## config.mk

```make
export PLATFORM = sky130hd
export DESIGN_NAME = csc_regfile
export DESIGN_NICKNAME = d
export VERILOG_FILES = /design/src/logic/csc_regfile_pkg.sv /design/src/logic/csc_csb_port.sv /design/src/logic/csc_dual_reg.sv /design/src/logic/csc_group_ctrl.sv /design/src/logic/csc_reg_access.sv /design/src/logic/csc_regfile.sv /design/src/logic/csc_single_reg.sv
export VERILOG_INCLUDE_DIRS = /design/src /design/src/logic
export SDC_FILE = /design/constraint.sdc
export NUM_CORES = 1
export LEC_CHECK = 0
export BUFFER_PORTS_ARGS = -buffer_cell sky130_fd_sc_hd__buf_2
export CAP_MARGIN = 15
export CORE_ASPECT_RATIO = 1.25
export CORE_MARGIN = 5
export CORE_UTILIZATION = 60
export DETAILED_ROUTE_END_ITERATION = 6
export GPL_ROUTABILITY_DRIVEN = 1
export PLACE_DENSITY = 0.86
export SETUP_SLACK_MARGIN = 0.1
export SYNTH_ARGS = -nofsm -noshare
export SYNTH_HDL_FRONTEND = slang
export SYNTH_SLANG_ARGS = --single-unit
```

## constraint.sdc

```tcl
create_clock -name nvdla_core_clk -period 6.9 [get_ports nvdla_core_clk]
set_clock_uncertainty 0.15 [all_clocks]
set_input_delay 1.38 -clock nvdla_core_clk [delete_from_list [all_inputs] [get_ports nvdla_core_clk]]
set_output_delay 1.38 -clock nvdla_core_clk [all_outputs]
set_load 0.05 [all_outputs]
```

## src/logic/csc_regfile_macros.svh

```systemverilog
// csc register file constants
// register offsets, csb packet fields and op_en delay depth
`ifndef CSC_REGFILE_MACROS_SVH
`define CSC_REGFILE_MACROS_SVH

// single group
`define CSC_S_POINTER      12'h000  // producer bit 0, consumer bit 16
`define CSC_S_STATUS       12'h004
// dual groups
`define CSC_D_OP_ENABLE    12'h008
`define CSC_D_MISC_CFG     12'h00c
`define CSC_D_DATAIN_SIZE  12'h010
`define CSC_D_WEIGHT_BYTES 12'h014

`define CSC_GROUP_BASE     12'h008  // first dual group offset

// csb request packet
`define CSC_REQ_ADDR       21:0  // word address
`define CSC_REQ_WDAT       53:22
`define CSC_REQ_WRITE      54
`define CSC_REQ_NPOSTED    55
`define CSC_RESP_IS_WRITE  33

`define CSC_OP_EN_DELAY    3

`endif

```

## src/logic/csc_regfile_pkg.sv

```systemverilog
// csc register file types
// csb packet, register data and datapath field widths
`default_nettype none

package csc_regfile_pkg;

  typedef logic [62:0] csb_req_pd_t;
  typedef logic [33:0] csb_resp_pd_t;
  typedef logic [11:0] reg_offset_t;  // byte offset in the 4KB space
  typedef logic [31:0] reg_data_t;

  typedef logic [12:0] dim_ext_t;  // size minus one
  typedef logic [24:0] weight_bytes_t;
  typedef logic [1:0]  precision_t;

  // per group status as read from S_STATUS
  typedef enum logic [1:0] {
    status_idle    = 2'd0,
    status_running = 2'd1,
    status_pending = 2'd2
  } group_status_e;

endpackage

`default_nettype wire

```

## src/logic/csc_csb_port.sv

```systemverilog
// CSB port of the csc register file
// captures one request per strobe and answers reads and
// non-posted writes one cycle after the register access
`default_nettype none
`timescale 1ns/100ps
`include "csc_regfile_macros.svh"

module csc_csb_port (
  input  wire                                nvdla_core_clk,
  input  wire                                nvdla_core_rstn,
  input  wire                                csb2csc_req_pvld,
  input  wire csc_regfile_pkg::csb_req_pd_t  csb2csc_req_pd,
  input  wire csc_regfile_pkg::reg_data_t    reg_rd_data,
  output csc_regfile_pkg::reg_offset_t       reg_offset,
  output csc_regfile_pkg::reg_data_t         reg_wr_data,
  output logic                               reg_wr_en,
  output logic                               csc2csb_resp_valid,
  output csc_regfile_pkg::csb_resp_pd_t      csc2csb_resp_pd
);

  logic                          req_pvld;
  logic [21:0]                   req_addr;
  csc_regfile_pkg::reg_data_t    req_wdat;
  logic                          req_write;
  logic                          req_nposted;
  logic                          rd_en;
  logic                          wr_ack_en;
  csc_regfile_pkg::csb_resp_pd_t resp_pd_w;

  ////////////////////
  // request capture
  always_ff @(posedge nvdla_core_clk or negedge nvdla_core_rstn) begin
    if (!nvdla_core_rstn) begin
      req_pvld <= 1'b0;
    end else begin
      req_pvld <= csb2csc_req_pvld;
    end
  end

  always_ff @(posedge nvdla_core_clk) begin
    if (csb2csc_req_pvld) begin  // payload only moves with the strobe
      req_addr    <= csb2csc_req_pd[`CSC_REQ_ADDR];
      req_wdat    <= csb2csc_req_pd[`CSC_REQ_WDAT];
      req_write   <= csb2csc_req_pd[`CSC_REQ_WRITE];
      req_nposted <= csb2csc_req_pd[`CSC_REQ_NPOSTED];
    end
  end

  // word address to byte offset
  assign reg_offset  = csc_regfile_pkg::reg_offset_t'({req_addr, 2'b00});
  assign reg_wr_data = req_wdat;
  assign reg_wr_en   = req_pvld & req_write;
  assign rd_en       = req_pvld & ~req_write;
  assign wr_ack_en   = reg_wr_en & req_nposted;  // posted writes stay silent

  ////////////////////
  // response
  always_comb begin
    resp_pd_w = '0;  // error bit never set
    if (req_write) begin
      resp_pd_w[`CSC_RESP_IS_WRITE] = 1'b1;
    end else begin
      resp_pd_w[31:0] = reg_rd_data;
    end
  end

  always_ff @(posedge nvdla_core_clk or negedge nvdla_core_rstn) begin
    if (!nvdla_core_rstn) begin
      csc2csb_resp_valid <= 1'b0;
    end else begin
      csc2csb_resp_valid <= rd_en | wr_ack_en;
    end
  end

  always_ff @(posedge nvdla_core_clk) begin
    if (rd_en | wr_ack_en) begin
      csc2csb_resp_pd <= resp_pd_w;
    end
  end

  // two responses in a row need two strobes in a row, 2 and 3 cycles back
  assert property (@(posedge nvdla_core_clk) disable iff (!nvdla_core_rstn)
    csc2csb_resp_valid && $past(csc2csb_resp_valid)
      |-> $past(csb2csc_req_pvld, 2) && $past(csb2csc_req_pvld, 3))
    else $error("csc_csb_port: back to back responses without back to back requests");

endmodule

`default_nettype wire

```

## src/logic/csc_dual_reg.sv

```systemverilog
// one ping-pong configuration group of the csc register file
// field registers, op_en write trigger and read-back
`default_nettype none
`timescale 1ns/100ps
`include "csc_regfile_macros.svh"

module csc_dual_reg (
  input  wire                               nvdla_core_clk,
  input  wire                               nvdla_core_rstn,
  input  wire csc_regfile_pkg::reg_offset_t reg_offset,
  input  wire csc_regfile_pkg::reg_data_t   reg_wr_data,
  input  wire                               wr_en,
  input  wire                               op_en,
  output logic                              op_en_trigger,
  output csc_regfile_pkg::reg_data_t        rd_data,
  output logic                              conv_mode,
  output csc_regfile_pkg::precision_t       in_precision,
  output csc_regfile_pkg::dim_ext_t         datain_width_ext,
  output csc_regfile_pkg::dim_ext_t         datain_height_ext,
  output csc_regfile_pkg::weight_bytes_t    weight_bytes
);

  ////////////////////
  // field registers
  always_ff @(posedge nvdla_core_clk or negedge nvdla_core_rstn) begin
    if (!nvdla_core_rstn) begin
      conv_mode         <= 1'b0;
      in_precision      <= '0;
      datain_width_ext  <= '0;
      datain_height_ext <= '0;
      weight_bytes      <= '0;
    end else if (wr_en) begin
      case (reg_offset)
        `CSC_D_MISC_CFG: begin
          conv_mode    <= reg_wr_data[0];
          in_precision <= reg_wr_data[9:8];
        end
        `CSC_D_DATAIN_SIZE: begin
          datain_width_ext  <= reg_wr_data[12:0];
          datain_height_ext <= reg_wr_data[28:16];
        end
        `CSC_D_WEIGHT_BYTES: weight_bytes <= reg_wr_data[24:0];
        default: ;  // op_en itself lives in the group ctrl
      endcase
    end
  end

  assign op_en_trigger = wr_en & (reg_offset == `CSC_D_OP_ENABLE);

  ////////////////////
  // read-back
  always_comb begin
    case (reg_offset)
      `CSC_D_OP_ENABLE:    rd_data = {31'd0, op_en};
      `CSC_D_MISC_CFG:     rd_data = {22'd0, in_precision, 7'd0, conv_mode};
      `CSC_D_DATAIN_SIZE:  rd_data = {3'd0, datain_height_ext, 3'd0, datain_width_ext};
      `CSC_D_WEIGHT_BYTES: rd_data = {7'd0, weight_bytes};
      default:             rd_data = '0;
    endcase
  end

endmodule

`default_nettype wire

```

## src/logic/csc_group_ctrl.sv

```systemverilog
// ping-pong control of the csc register file
// per group op_en, consumer pointer, delayed reg2dp_op_en
// and selection of the active group's fields
`default_nettype none
`timescale 1ns/100ps
`include "csc_regfile_macros.svh"

module csc_group_ctrl (
  input  wire                                nvdla_core_clk,
  input  wire                                nvdla_core_rstn,
  input  wire                                dp2reg_done,
  input  wire csc_regfile_pkg::reg_data_t    reg_wr_data,
  input  wire                                d0_op_en_trigger,
  input  wire                                d1_op_en_trigger,
  input  wire                                d0_conv_mode,
  input  wire csc_regfile_pkg::precision_t   d0_in_precision,
  input  wire csc_regfile_pkg::dim_ext_t     d0_datain_width_ext,
  input  wire csc_regfile_pkg::dim_ext_t     d0_datain_height_ext,
  input  wire csc_regfile_pkg::weight_bytes_t d0_weight_bytes,
  input  wire                                d1_conv_mode,
  input  wire csc_regfile_pkg::precision_t   d1_in_precision,
  input  wire csc_regfile_pkg::dim_ext_t     d1_datain_width_ext,
  input  wire csc_regfile_pkg::dim_ext_t     d1_datain_height_ext,
  input  wire csc_regfile_pkg::weight_bytes_t d1_weight_bytes,
  output logic                               consumer,
  output logic                               d0_op_en,
  output logic                               d1_op_en,
  output logic                               reg2dp_op_en,
  output logic                               reg2dp_conv_mode,
  output csc_regfile_pkg::precision_t        reg2dp_in_precision,
  output csc_regfile_pkg::dim_ext_t          reg2dp_datain_width_ext,
  output csc_regfile_pkg::dim_ext_t          reg2dp_datain_height_ext,
  output csc_regfile_pkg::weight_bytes_t     reg2dp_weight_bytes
);

  logic [1:0]                  op_en;
  logic [1:0]                  op_en_trigger;
  logic                        active_op_en;
  logic [`CSC_OP_EN_DELAY-1:0] op_en_dly;

  assign op_en_trigger = {d1_op_en_trigger, d0_op_en_trigger};

  ////////////////////
  // op_en and consumer
  always_ff @(posedge nvdla_core_clk or negedge nvdla_core_rstn) begin
    if (!nvdla_core_rstn) begin
      op_en    <= '0;
      consumer <= 1'b0;
    end else begin
      for (int i = 0; i < 2; i++) begin
        if (!op_en[i] && op_en_trigger[i]) begin
          op_en[i] <= reg_wr_data[0];  // arm only an idle group
        end else if (dp2reg_done && consumer == i[0]) begin
          op_en[i] <= 1'b0;
        end
      end
      if (dp2reg_done) begin
        consumer <= ~consumer;
      end
    end
  end

  assign d0_op_en     = op_en[0];
  assign d1_op_en     = op_en[1];
  assign active_op_en = op_en[consumer];

  // done flushes the pipe so the next group restarts cleanly
  always_ff @(posedge nvdla_core_clk or negedge nvdla_core_rstn) begin
    if (!nvdla_core_rstn) begin
      op_en_dly <= '0;
    end else if (dp2reg_done) begin
      op_en_dly <= '0;
    end else begin
      op_en_dly <= {op_en_dly[`CSC_OP_EN_DELAY-2:0], active_op_en};
    end
  end

  assign reg2dp_op_en = op_en_dly[`CSC_OP_EN_DELAY-1];

  ////////////////////
  // active field select
  assign reg2dp_conv_mode         = consumer ? d1_conv_mode : d0_conv_mode;
  assign reg2dp_in_precision      = consumer ? d1_in_precision : d0_in_precision;
  assign reg2dp_datain_width_ext  = consumer ? d1_datain_width_ext : d0_datain_width_ext;
  assign reg2dp_datain_height_ext = consumer ? d1_datain_height_ext : d0_datain_height_ext;
  assign reg2dp_weight_bytes      = consumer ? d1_weight_bytes : d0_weight_bytes;

  // datapath only finishes a group that was armed
  assert property (@(posedge nvdla_core_clk) disable iff (!nvdla_core_rstn)
    dp2reg_done |-> active_op_en)
    else $error("csc_group_ctrl: done while consumer group is not armed");

endmodule

`default_nettype wire

```

## src/logic/csc_reg_access.sv

```systemverilog
// access decode of the csc register file
// routes each access to the single group or to the dual group
// named by the producer, and merges the read data back
`default_nettype none
`timescale 1ns/100ps
`include "csc_regfile_macros.svh"

module csc_reg_access (
  input  wire csc_regfile_pkg::reg_offset_t reg_offset,
  input  wire                               reg_wr_en,
  input  wire                               producer,
  input  wire                               d0_op_en,
  input  wire                               d1_op_en,
  input  wire csc_regfile_pkg::reg_data_t   s_rd_data,
  input  wire csc_regfile_pkg::reg_data_t   d0_rd_data,
  input  wire csc_regfile_pkg::reg_data_t   d1_rd_data,
  output logic                              s_wr_en,
  output logic                              d0_wr_en,
  output logic                              d1_wr_en,
  output csc_regfile_pkg::reg_data_t        reg_rd_data
);

  logic select_s;
  logic select_d0;
  logic select_d1;

  always_comb begin
    select_s  = (reg_offset < `CSC_GROUP_BASE);
    select_d0 = ~select_s & ~producer;
    select_d1 = ~select_s & producer;
  end

  // an armed group keeps its config
  assign s_wr_en  = reg_wr_en & select_s;
  assign d0_wr_en = reg_wr_en & select_d0 & ~d0_op_en;
  assign d1_wr_en = reg_wr_en & select_d1 & ~d1_op_en;

  assign reg_rd_data = ({32{select_s}}  & s_rd_data)  |
                       ({32{select_d0}} & d0_rd_data) |
                       ({32{select_d1}} & d1_rd_data);

endmodule

`default_nettype wire

```

## src/logic/csc_regfile.sv

```systemverilog
// csc register file top
// CSB port, access decode, single and ping-pong groups,
// group control toward the convolution datapath
`default_nettype none
`timescale 1ns/100ps

module csc_regfile (
  input  wire                                 nvdla_core_clk,
  input  wire                                 nvdla_core_rstn,
  input  wire                                 csb2csc_req_pvld,
  input  wire csc_regfile_pkg::csb_req_pd_t   csb2csc_req_pd,
  input  wire                                 dp2reg_done,
  output wire                                 csc2csb_resp_valid,
  output wire csc_regfile_pkg::csb_resp_pd_t  csc2csb_resp_pd,
  output wire                                 reg2dp_op_en,
  output wire                                 reg2dp_conv_mode,
  output wire csc_regfile_pkg::precision_t    reg2dp_in_precision,
  output wire csc_regfile_pkg::dim_ext_t      reg2dp_datain_width_ext,
  output wire csc_regfile_pkg::dim_ext_t      reg2dp_datain_height_ext,
  output wire csc_regfile_pkg::weight_bytes_t reg2dp_weight_bytes
);

  wire csc_regfile_pkg::reg_offset_t   reg_offset;
  wire csc_regfile_pkg::reg_data_t     reg_wr_data;
  wire                                 reg_wr_en;
  wire csc_regfile_pkg::reg_data_t     reg_rd_data;
  wire                                 s_wr_en;
  wire                                 d0_wr_en;
  wire                                 d1_wr_en;
  wire csc_regfile_pkg::reg_data_t     s_rd_data;
  wire csc_regfile_pkg::reg_data_t     d0_rd_data;
  wire csc_regfile_pkg::reg_data_t     d1_rd_data;
  wire                                 producer;
  wire                                 consumer;
  wire                                 d0_op_en;
  wire                                 d1_op_en;
  wire                                 d0_op_en_trigger;
  wire                                 d1_op_en_trigger;
  wire                                 d0_conv_mode;
  wire csc_regfile_pkg::precision_t    d0_in_precision;
  wire csc_regfile_pkg::dim_ext_t      d0_datain_width_ext;
  wire csc_regfile_pkg::dim_ext_t      d0_datain_height_ext;
  wire csc_regfile_pkg::weight_bytes_t d0_weight_bytes;
  wire                                 d1_conv_mode;
  wire csc_regfile_pkg::precision_t    d1_in_precision;
  wire csc_regfile_pkg::dim_ext_t      d1_datain_width_ext;
  wire csc_regfile_pkg::dim_ext_t      d1_datain_height_ext;
  wire csc_regfile_pkg::weight_bytes_t d1_weight_bytes;

  csc_csb_port u_csb_port (.*);  // request in, response out

  csc_reg_access u_reg_access (.*);

  csc_single_reg u_single_reg (.*);

  ////////////////////
  // ping-pong groups
  csc_dual_reg u_dual_reg_d0 (
    .nvdla_core_clk, .nvdla_core_rstn, .reg_offset, .reg_wr_data,
    .wr_en             (d0_wr_en),
    .op_en             (d0_op_en),
    .op_en_trigger     (d0_op_en_trigger),
    .rd_data           (d0_rd_data),
    .conv_mode         (d0_conv_mode),
    .in_precision      (d0_in_precision),
    .datain_width_ext  (d0_datain_width_ext),
    .datain_height_ext (d0_datain_height_ext),
    .weight_bytes      (d0_weight_bytes)
  );

  csc_dual_reg u_dual_reg_d1 (
    .nvdla_core_clk, .nvdla_core_rstn, .reg_offset, .reg_wr_data,
    .wr_en             (d1_wr_en),
    .op_en             (d1_op_en),
    .op_en_trigger     (d1_op_en_trigger),
    .rd_data           (d1_rd_data),
    .conv_mode         (d1_conv_mode),
    .in_precision      (d1_in_precision),
    .datain_width_ext  (d1_datain_width_ext),
    .datain_height_ext (d1_datain_height_ext),
    .weight_bytes      (d1_weight_bytes)
  );

  csc_group_ctrl u_group_ctrl (.*);  // consumer side and reg2dp outputs

endmodule

`default_nettype wire

```

## src/logic/csc_single_reg.sv

```systemverilog
// single register group of the csc register file
// producer pointer plus pointer and status read-back
`default_nettype none
`timescale 1ns/100ps
`include "csc_regfile_macros.svh"

module csc_single_reg (
  input  wire                               nvdla_core_clk,
  input  wire                               nvdla_core_rstn,
  input  wire csc_regfile_pkg::reg_offset_t reg_offset,
  input  wire csc_regfile_pkg::reg_data_t   reg_wr_data,
  input  wire                               s_wr_en,
  input  wire                               consumer,
  input  wire                               d0_op_en,
  input  wire                               d1_op_en,
  output logic                              producer,
  output csc_regfile_pkg::reg_data_t        s_rd_data
);

  csc_regfile_pkg::group_status_e status_0;
  csc_regfile_pkg::group_status_e status_1;

  always_ff @(posedge nvdla_core_clk or negedge nvdla_core_rstn) begin
    if (!nvdla_core_rstn) begin
      producer <= 1'b0;
    end else if (s_wr_en && reg_offset == `CSC_S_POINTER) begin
      producer <= reg_wr_data[0];
    end
  end

  // armed group is running when the consumer points at it
  assign status_0 = !d0_op_en ? csc_regfile_pkg::status_idle :
                    consumer  ? csc_regfile_pkg::status_pending :
                                csc_regfile_pkg::status_running;
  assign status_1 = !d1_op_en ? csc_regfile_pkg::status_idle :
                    consumer  ? csc_regfile_pkg::status_running :
                                csc_regfile_pkg::status_pending;

  always_comb begin
    case (reg_offset)
      `CSC_S_POINTER: s_rd_data = {15'd0, consumer, 15'd0, producer};
      `CSC_S_STATUS:  s_rd_data = {14'd0, status_1, 14'd0, status_0};
      default:        s_rd_data = '0;
    endcase
  end

endmodule

`default_nettype wire

```

==> results.json, run 1 <==
{
  "grt.overflow.total": 0,
  "cts-resized-gates": 0,
  "fmax_mhz": 252,
  "antenna_found_initial": 0,
  "worstMarginPinSlew_ns": 1.13,
  "via_count": 4844,
  "htree_levels": 4,
  "viasPerCell": 5.89,
  "cp.buffers_inverters": 2,
  "critPathLaunch": "u_group_ctrl.consumer$_DFFE_PN0P_",
  "slew_headroom_pct": 24.7,
  "place_worst_setup_slack_ns": 3.36,
  "r2r_end": "u_dual_reg_d0.weight_bytes[24]$_DFFE_PN0P_",
  "synthDistinctLibCells": 47,
  "maxSlewViolCount": 0,
  "drt_iter0_markers": 317,
  "layout_commonest_cell": "buf_2",
  "post_cts_buffers": 0,
  "clkTransAtPathRegs_ns": 0.06,
  "status": "finished, final reports clean",
  "wl_per_cell_microns": 21.9,
  "area_delta_synth_final_pct": 15.3,
  "clk-insertion-delay-late_ns": 0.43,
  "path_class": "reg -> out",
  "ctsHoldBuffers": 0,
  "clock_path_buffers": 2,
  "cts_tree": "done",
  "use_met1_pct": 27.6,
  "max_stage_delay_ns": 0.84,
  "leakage_nw": 4.62,
  "crit_required_ns": 5.37,
  "die_h_microns": 143,
  "firstDrtPassIters": 4,
  "cap_violations": 0,
  "wl_microns": 18000,
  "syn-cell-area_sq_mm": 0.00843,
  "final_cell_mix": "buf_2, dfrtp_1, mux2_2",
  "setup_ws_ns": 2.93,
  "rr_worst_depth": 4,
  "start_kind": "flip-flop",
  "synth_edf_count": 71,
  "met3_usage_pct": 4.68,
  "crit_path_end": "reg2dp_datain_width_ext[5]",
  "fin_nets": 702,
  "cp_slowest_cell": "dfrtp_2",
  "drtAntennaViolNets": 0,
  "finalWeightedCongestion": 0.822,
  "grt_pass1_wl_microns": 28700,
  "syn_area_per_cell_sq_um": 16.5,
  "worstReg2RegStart": "u_csb_port.req_addr[6]$_DFFE_PP_",
  "finalCritPeriodShare_pct": 57.5,
  "diodes": 0,
  "finalSetupTns_ns": 0,
  "layout-drive-gt1-share_pct": 48.9,
  "min_period_ns": 3.97,
  "setup_viol": 0,
  "hold_class": "reg -> reg",
  "cts_made_buffers": 17,
  "met2_usage_pct": 40.7,
  "clock_sinks": 188,
  "rows": 48,
  "fp.coreArea_sq_mm": 0.0138,
  "die_x_microns": 116,
  "path_cells": "buf_4, mux2_2, buf_2",
  "final_util_pct": 70.4,
  "start_util_pct": 61.0,
  "rsz0062_at_grt": "false",
  "synth-seq-area-share_pct": 60.0,
  "worst-path-stages": 3,
  "io_buffers": 130,
  "grt_util_all_layers_pct": 22.9,
  "critPathMaxFanout": 33,
  "finalHoldViolCount": 0,
  "io_pins": 157,
  "critical_path.top_delay_family": "flip-flops",
  "remaining_drc_errors": 0,
  "die_area_sq_mm": 0.0165,
  "ir_drop_uv": 148,
  "yosysWarnings": 0,
  "first_global_vias": 5365,
  "arrival_ns": 2.44,
  "top_usage_layer": "met2",
  "hpwl_microns": 11400,
  "r2r_slack_ns": 3.90,
  "grt_max_degree": 65,
  "root_buffer": "clkbuf_16",
  "crit_path_end_kind": "output port",
  "synth_async_sr_flop_share_pct": 62.2,
  "ys_seq_elements": 188,
  "syn_inst": 510,
  "synthFlopType": "dfrtp_1",
  "power_density_mw_per_mm2": 251
}
==> layer usage <==
layer  vias up  part of all wire [%]
li1       2160                     -
met3        32                   5.1
met1      2512                    39
met4         0                   1.8
met2       140                    54
met5         -                     0
==> cell families (layout without fill, tap and decap cells) <==
group	after synthesis	count (layout)	share of synthesized area, %
mux	198	198	30.6
simple gates	61	61	4.59
other cells	1	4	0.0445
flops	188	188	60.0
xor+xnor	1	1	0.104
buf+inv	40	175	2.97
compound gates	21	21	1.72
==> worst min-delay path by stage <==
stage,from,endpoint,depth (start not counted)
6_report,u_group_ctrl.op_en_dly[1]$_DFF_PN0_,u_group_ctrl.op_en_dly[2]$_DFF_PN0_,1
5_1_grt,u_group_ctrl.op_en_dly[0]$_DFF_PN0_,u_group_ctrl.op_en_dly[1]$_DFF_PN0_,1
4_1_cts,u_group_ctrl.op_en_dly[0]$_DFF_PN0_,u_group_ctrl.op_en_dly[1]$_DFF_PN0_,1
3_5_place_dp,u_group_ctrl.op_en_dly[0]$_DFF_PN0_,u_group_ctrl.op_en_dly[1]$_DFF_PN0_,1
3_3_place_gp,u_group_ctrl.op_en_dly[0]$_DFF_PN0_,u_group_ctrl.op_en_dly[1]$_DFF_PN0_,1
2_1_floorplan,u_group_ctrl.op_en_dly[0]$_DFF_PN0_,u_group_ctrl.op_en_dly[1]$_DFF_PN0_,1
==> cell type report <==
cell class | count | area (sq um)
Sequential cell | 188 | 5060
Clock inverter | 8 | 95.1
Timing Repair Buffer | 136 | 698
Fill cell | 929 | 4100
Clock buffer | 24 | 472
Inverter | 7 | 26.3
Tap cell | 175 | 219
Multi-Input combinational cell | 285 | 3150
==> state kept, by name (all words and copies together), names as in the netlist <==
name                             flops
u_csb_port.csc2csb_resp_pd          30
u_dual_reg_d1.datain_height_ext     13
u_dual_reg_d1.conv_mode              1
u_csb_port.req_addr                 10
u_single_reg.producer                1
u_dual_reg_d1.datain_width_ext      13
u_group_ctrl.op_en_dly               3
u_dual_reg_d0.weight_bytes          25
u_dual_reg_d1.in_precision           2
u_group_ctrl.consumer                1
u_dual_reg_d0.datain_width_ext      13
u_group_ctrl.op_en                   2
u_csb_port.req_nposted               1
u_dual_reg_d1.weight_bytes          25
u_csb_port.csc2csb_resp_valid        1
u_dual_reg_d0.conv_mode              1
u_csb_port.req_write                 1
u_csb_port.reg_wr_data              29
u_csb_port.req_pvld                  1
u_dual_reg_d0.in_precision           2
u_dual_reg_d0.datain_height_ext     13
==> cell usage after synthesis (2+ instances only) <==
library cell  number  area (sq um)
nor4_1             2          12.5
mux2_1            40           450
buf_2              3          15.0
buf_4              5          37.5
buf_12             2          40.0
mux2_4            40           601
mux2_2            85           957
nor3_1             6          30.0
mux2i_1           14           140
a21oi_1            3          15.0
nor2b_1           19           119
buf_1              4          15.0
mux4_2            19           428
edfxtp_1          71          2130
nor2_1             9          33.8
buf_6              6          67.6
o22ai_1            5          31.3
clkbuf_1          13          48.8
inv_1              7          26.3
nand2b_1           3          18.8
o21ai_0            2          10.0
a211oi_1           3          22.5
a22o_1             2          17.5
dfrtp_1          117          2930
nand2_1            8          30.0
==> power breakdown <==
| part | switching, W | internal, W |
|---|---|---|
| combinational | 0.000138 | 0.0000863 |
| sequential | 0.0000601 | 0.00120 |
| clock | 0.000399 | 0.000550 |
==> metrics by stage <==
step	cells	hold slack (ns)	power, W	area [sq um]
after floorplan	513	0.289	0.00143	8440
after detailed placement	791	0.301	0.00151	9150
final	823	0.314	0.00243	9720
after global routing	823	0.338	0.00252	9720
after global placement	791	0.299	0.00150	9150
after CTS	823	0.317	0.00245	9720
Power figures use the tool's default switching activity.
==> run 2, diff against run 1 <==
- ABC_AREA: unset -> 1
- CORE_UTILIZATION: 60 -> 56
- PLACE_DENSITY: 0.86 -> 0.81
- clock period: 6.9 -> 4 ns (I/O delays scaled with it)
==> run 2 against run 1 <==
Net effect:
- wire length increased by 14%
- power grew 62%
- utilization shrank 6.4 points
- global-route usage grew 0.084 points
- cell area is 2.4% higher
- non-clock buffer count is the same
- synthesized cell count up 78%
- area after synthesis up 4.7%
- combinational power up 36%
- clock power rose by 62%
- die area is 11% higher
- sequential share of layout area is 1.3 points lower
- critical path type unchanged
- largest power group unchanged
==> results.json, run 2 <==
{
  "via_count": 6606,
  "critPathMaxFanout": 47,
  "grt_util_all_layers_pct": 23.0,
  "clkTransAtPathRegs_ns": 0.07,
  "top_register": "u_csb_port.csc2csb_resp_pd",
  "root_buffer": "clkbuf_16",
  "grt_max_degree": 53,
  "layout-drive-gt1-share_pct": 26.9,
  "rr_worst_depth": 8,
  "min_period_ns": 2.95,
  "ir_drop_uv": 275,
  "synth-seq-area-share_pct": 57.3,
  "die_h_microns": 150,
  "remaining_drc_errors": 0,
  "layout_commonest_cell": "nand2_1",
  "hpwl_microns": 12700,
  "final_util_pct": 63.9,
  "worst-path-stages": 4,
  "hold_class": "in -> async",
  "crit_path_end_kind": "output port",
  "ctsHoldBuffers": 0,
  "fill_cells": 1307,
  "wl_met3_microns": 1210,
  "finalCritPeriodShare_pct": 73.8,
  "placed_cells_incl_taps": 1216,
  "io_pins": 157,
  "path_class": "reg -> out",
  "htree_levels": 4,
  "path_cells": "buf_4, nand2_1, o21ai_0, buf_2",
  "finalHoldViolCount": 0,
  "r2r_end": "u_dual_reg_d1.weight_bytes[13]$_DFFE_PN0P_",
  "final_cell_mix": "nand2_1, buf_2, dfrtp_1",
  "grt.overflow.total": 0,
  "critical_path.top_delay_family": "buffers and inverters",
  "arrival_ns": 2.00,
  "dpl_cell_area_sq_mm": 0.00942,
  "met1_length_microns": 8160,
  "worstMarginPinSlew_ns": 1.14,
  "leakage_nw": 4.71,
  "yosys.cell_count.top_type": "nand2_1",
  "cts_tree": "done",
  "clock_sinks": 188,
  "cp.buffers_inverters": 2,
  "worstReg2RegStart": "u_csb_port.req_addr[9]$_DFFE_PP_",
  "fin_nets": 1090,
  "ys_seq_elements": 188,
  "cts_made_buffers": 17,
  "antenna_found_initial": 0,
  "synthFlopType": "dfrtp_1",
  "status": "finished, final reports clean",
  "yosysTopAreaCell": "dfrtp_1",
  "seqCellArea_sq_mm": 0.00506,
  "area_delta_synth_final_pct": 12.8,
  "crit_required_ns": 3.05,
  "rows": 51,
  "syn-cell-area_sq_mm": 0.00883,
  "start_kind": "flip-flop",
  "drt_iter0_markers": 486,
  "grt_pass1_wl_microns": 32500,
  "start_util_pct": 56.7,
  "post_cts_buffers": 0,
  "fin_area_sq_mm": 0.00996,
  "io_buffers": 130,
  "synthTopCellsByCount": "nand2_1, dfrtp_1, inv_1",
  "multiInputGateArea_sq_mm": 0.00307,
  "fp.coreArea_sq_mm": 0.0156,
  "wl_microns": 20500,
  "clk-insertion-delay-late_ns": 0.43,
  "max_stage_delay_ns": 0.54,
  "diodes": 0,
  "synth_edf_count": 71,
  "synth_top_area_share_pct": 33.2,
  "syn_inst": 909,
  "maxSlewViolCount": 0,
  "cap_violations": 0,
  "finalWeightedCongestion": 0.898,
  "die_area_sq_mm": 0.0184,
  "slew_headroom_pct": 24.2,
  "r2r_slack_ns": 1.37,
  "clock_path_buffers": 2,
  "syn_area_per_cell_sq_um": 9.71,
  "fin_cells": 1248,
  "viasPerCell": 5.29,
  "ys_top_cells_by_area": "dfrtp_1, edfxtp_1, nand2_1",
  "fmax_mhz": 339,
  "cp_slowest_cell": "dfrtp_2",
  "rsz0062_at_grt": "false",
  "synthDistinctLibCells": 30,
  "firstDrtPassIters": 5,
  "yosysWarnings": 0,
  "setup_viol": 0,
  "finalSetupTns_ns": 0,
  "first_global_vias": 6446,
  "p_total_w": 0.00394,
  "wl_per_cell_microns": 16.4,
  "power_density_mw_per_mm2": 396,
  "wl_met2_microns": 10500,
  "die_x_microns": 122,
  "route.top_layer_used": "met4",
  "drtAntennaViolNets": 0,
  "cts-resized-gates": 0,
  "largest_reg_flops": 30,
  "synth_async_sr_flop_share_pct": 62.2
}
==> run 2: logic make-up (layout without fill, tap and decap cells) <==
family                 Yosys count  in the layout  synth area share [%]
buffers and inverters          130            254                  8.11
DFF                            188            188                  57.3
other                            1              4                0.0425
AOI/OAI and AO/OA              191            191                  15.1
and+or+nand+nor                399            399                  19.4
==> run 2: power breakdown <==
| part | total, W | leakage [nW] | switching (W) | internal [W] |
|---|---|---|---|---|
| sequential | 0.00210 | 2.33 | 0.0000299 | 0.00207 |
| clock | 0.00154 | 0.242 | 0.000713 | 0.000827 |
| combinational | 0.000305 | 2.14 | 0.000251 | 0.0000548 |
| total | 0.00394 | 4.71 | 0.000994 | 0.00295 |
==> run 2: worst max path at each step <==
| stage | startpoint | to | slack (ns) |
|---|---|---|---|
| finish | u_group_ctrl.consumer$_DFFE_PN0P_ | reg2dp_weight_bytes[12] | 1.05 |
| global route | u_group_ctrl.consumer$_DFFE_PN0P_ | reg2dp_weight_bytes[16] | 0.95 |
| CTS | u_group_ctrl.consumer$_DFFE_PN0P_ | reg2dp_weight_bytes[16] | 1.05 |
| detailed placement | u_csb_port.req_addr[9]$_DFFE_PP_ | u_dual_reg_d1.datain_width_ext[1]$_DFFE_PN0P_ | 1.43 |
| global placement | u_csb_port.req_addr[9]$_DFFE_PP_ | u_dual_reg_d1.datain_height_ext[9]$_DFFE_PN0P_ | 1.48 |
| floorplan | u_group_ctrl.consumer$_DFFE_PN0P_ | reg2dp_datain_height_ext[4] | 1.22 |
==> run 2: metal layers <==
metal | vias up | track usage [%]
met1 | 3125 | 28.0
met3 | 48 | 4.47
met4 | 0 | 10.6
met5 | - | 0
met2 | 251 | 39.5
li1 | 3182 | -
==> run 2: metrics by stage <==
step                      setup slack, ns  hold slack [ns]
after global placement               1.48            0.287
after floorplan                      1.22            0.284
after CTS                            1.05            0.174
after global routing                0.950            0.198
final                                1.05            0.170
after detailed placement             1.43            0.301
==> run 2: area by class of cell <==
| type | instances | area share, % |
|---|---|---|
| Clock buffer | 23 | 4.70 |
| Clock inverter | 9 | 0.654 |
| Inverter | 86 | 3.34 |
| Multi-Input combinational cell | 594 | 30.8 |
| Sequential cell | 188 | 50.8 |
| Tap cell | 212 | 2.66 |
| Timing Repair Buffer | 136 | 7.01 |
==> run 3, diff against run 2 <==
- CORE_UTILIZATION: 56 -> 51
- PLACE_DENSITY: 0.81 -> 0.78
- clock period: 4 -> 2.43 ns (I/O delays scaled with it)
==> run 3 against run 2 <==
Net effect:
- critical path type unchanged
- cell area rose by 5.0%
- sequential power rose by 64%
- first-iteration DRC count fell by 2.1%
- sequential cell count did not move
==> results.json, run 3 (same netlist as run 2, synthesis figures left out) <==
{
  "status": "finished, final reports clean",
  "arrival_ns": 1.71,
  "r2r_slack_ns": 0.29,
  "layout_commonest_cell": "nand2_1",
  "fmax_mhz": 427,
  "grt_pass1_wl_microns": 33700,
  "clock_path_buffers": 2,
  "die_h_microns": 157,
  "power_density_mw_per_mm2": 638,
  "worstMarginPinSlew_ns": 0.516,
  "clock_sinks": 188,
  "crit_required_ns": 1.79,
  "rows": 53,
  "fin_nets": 1111,
  "rr_worst_depth": 9,
  "cap_violations": 0,
  "first_global_vias": 6674,
  "place_worst_setup_slack_ns": 0.298,
  "clk-insertion-delay-late_ns": 0.43,
  "min_period_ns": 2.34,
  "final_cell_mix": "nand2_1, dfrtp_1, inv_1",
  "io_pins": 157,
  "firstDrtPassIters": 5,
  "finalSetupTns_ns": 0,
  "viasPerCell": 5.20,
  "clkTransAtPathRegs_ns": 0.07,
  "slew_headroom_pct": 65.6,
  "setup_ws_ns": 0.0876,
  "diodes": 0,
  "setup_viol": 0,
  "fp.coreArea_sq_mm": 0.0169,
  "drt_iter0_markers": 476,
  "multiInputGateArea_sq_mm": 0.00307,
  "rsz0062_at_grt": "true",
  "root_buffer": "clkbuf_16",
  "antenna_found_initial": 0,
  "area_delta_synth_final_pct": 18.4,
  "r2r_end": "u_dual_reg_d1.weight_bytes[8]$_DFFE_PN0P_",
  "wl_met2_microns": 10400,
  "leakage_nw": 4.90,
  "cts_tree": "done",
  "drtAntennaViolNets": 0,
  "min_path_cells": 1,
  "hpwl_microns": 13900,
  "start_kind": "flip-flop",
  "io_buffers": 130,
  "min_from": "csb2csc_req_pd[32]",
  "htree_levels": 4,
  "grt.overflow.total": 0,
  "worstReg2RegStart": "u_csb_port.req_addr[9]$_DFFE_PP_",
  "wl_met3_microns": 1140,
  "die_x_microns": 128,
  "hold_class": "in -> reg",
  "top_register": "u_csb_port.csc2csb_resp_pd",
  "remaining_drc_errors": 0,
  "holdPathEnd": "u_csb_port.reg_wr_data[10]$_DFFE_PP_",
  "path_class": "reg -> out",
  "critPathMaxFanout": 27,
  "largest_reg_flops": 30,
  "wl_microns": 20600,
  "finalHoldViolCount": 0,
  "via_count": 6646,
  "route.top_layer_used": "met4",
  "start_util_pct": 52.2,
  "cts_made_buffers": 17,
  "wl_per_cell_microns": 16.1,
  "finalCritPeriodShare_pct": 96.4,
  "maxSlewViolCount": 0,
  "grt_util_all_layers_pct": 21.5,
  "fill_cells": 1383,
  "crit_path_end_kind": "output port",
  "grt_max_degree": 53,
  "ir_drop_uv": 497,
  "layout-drive-gt1-share_pct": 28.2,
  "die_area_sq_mm": 0.0201,
  "met1_length_microns": 8490,
  "seqCellArea_sq_mm": 0.00506,
  "p_total_w": 0.00666,
  "finalWeightedCongestion": 0.848
}
==> run 3: cell count changes in the layout (fill, tap and decap cells not counted), moves of 4 or more <==
cell,delta
o21ai_0,-18
buf_12,+13
clkinvlp_4,-4
buf_4,+45
o21ai_1,+18
clkbuf_4,+8
buf_2,-49
==> run 3: layer usage <==
| layer | GRT usage, % | vias up |
|---|---|---|
| met2 | 36.6 | 233 |
| met4 | 9.15 | 0 |
| met1 | 27.0 | 3140 |
| met5 | 0 | - |
| met3 | 4.14 | 48 |
| li1 | - | 3225 |
==> run 3: critical path, stage by stage (launching register included) <==
cell and delay [ns]:
dfrtp_4 0.57, buf_12 0.19, o21ai_0 0.25, buf_4 0.25
==> run 3: area by class of cell <==
cell class                 count  share of cell area (%)
clock inverter                 7                   0.611
sequential                   188                    48.4
tap                          220                    2.63
inverter                      86                    3.18
timing repair buffer         157                    11.0
clock buffer                  25                    4.74
multi-input combinational    594                    29.3
==> run 3: report_power, final <==
part           switching, W  internal (W)
logic              0.000427      0.000139
registers         0.0000479       0.00340
clock network       0.00114       0.00151
total               0.00161       0.00505
==> run 3: how the worst max path moves through the flow <==
stage          depth (start not counted)                                        end                              start
4_1_cts                                3                    reg2dp_weight_bytes[18]  u_group_ctrl.consumer$_DFFE_PN0P_
3_3_place_gp                           9  u_dual_reg_d1.weight_bytes[3]$_DFFE_PN0P_   u_csb_port.req_addr[9]$_DFFE_PP_
6_report                               3                 reg2dp_datain_width_ext[6]  u_group_ctrl.consumer$_DFFE_PN0P_
3_5_place_dp                           9  u_dual_reg_d1.weight_bytes[8]$_DFFE_PN0P_   u_csb_port.req_addr[9]$_DFFE_PP_
5_1_grt                                5                    reg2dp_weight_bytes[13]  u_group_ctrl.consumer$_DFFE_PN0P_
2_1_floorplan                          3                reg2dp_datain_height_ext[4]  u_group_ctrl.consumer$_DFFE_PN0P_
==> run 3: through the flow <==
step,util (%),instances,hold slack (ns),area (sq um)
after floorplan,-,912,0.0404,8840
after global placement,57.3,1238,0.289,9690
after detailed placement,57.3,1238,0.296,9690
after CTS,61.4,1275,0.0557,10400
after global routing,61.8,1277,0.0505,10500
final,61.8,1277,0.0683,10500
==> run 3: timing repair <==
item / 4_1_cts / 5_1_grt
pin swaps: 0 / 1
hold buffers: 1 / 0
setup endpoints to repair: 47 / 42
hold endpoints to repair: 29 / 0
resized for setup: 41 / 22
buffers inserted: 4 / 2
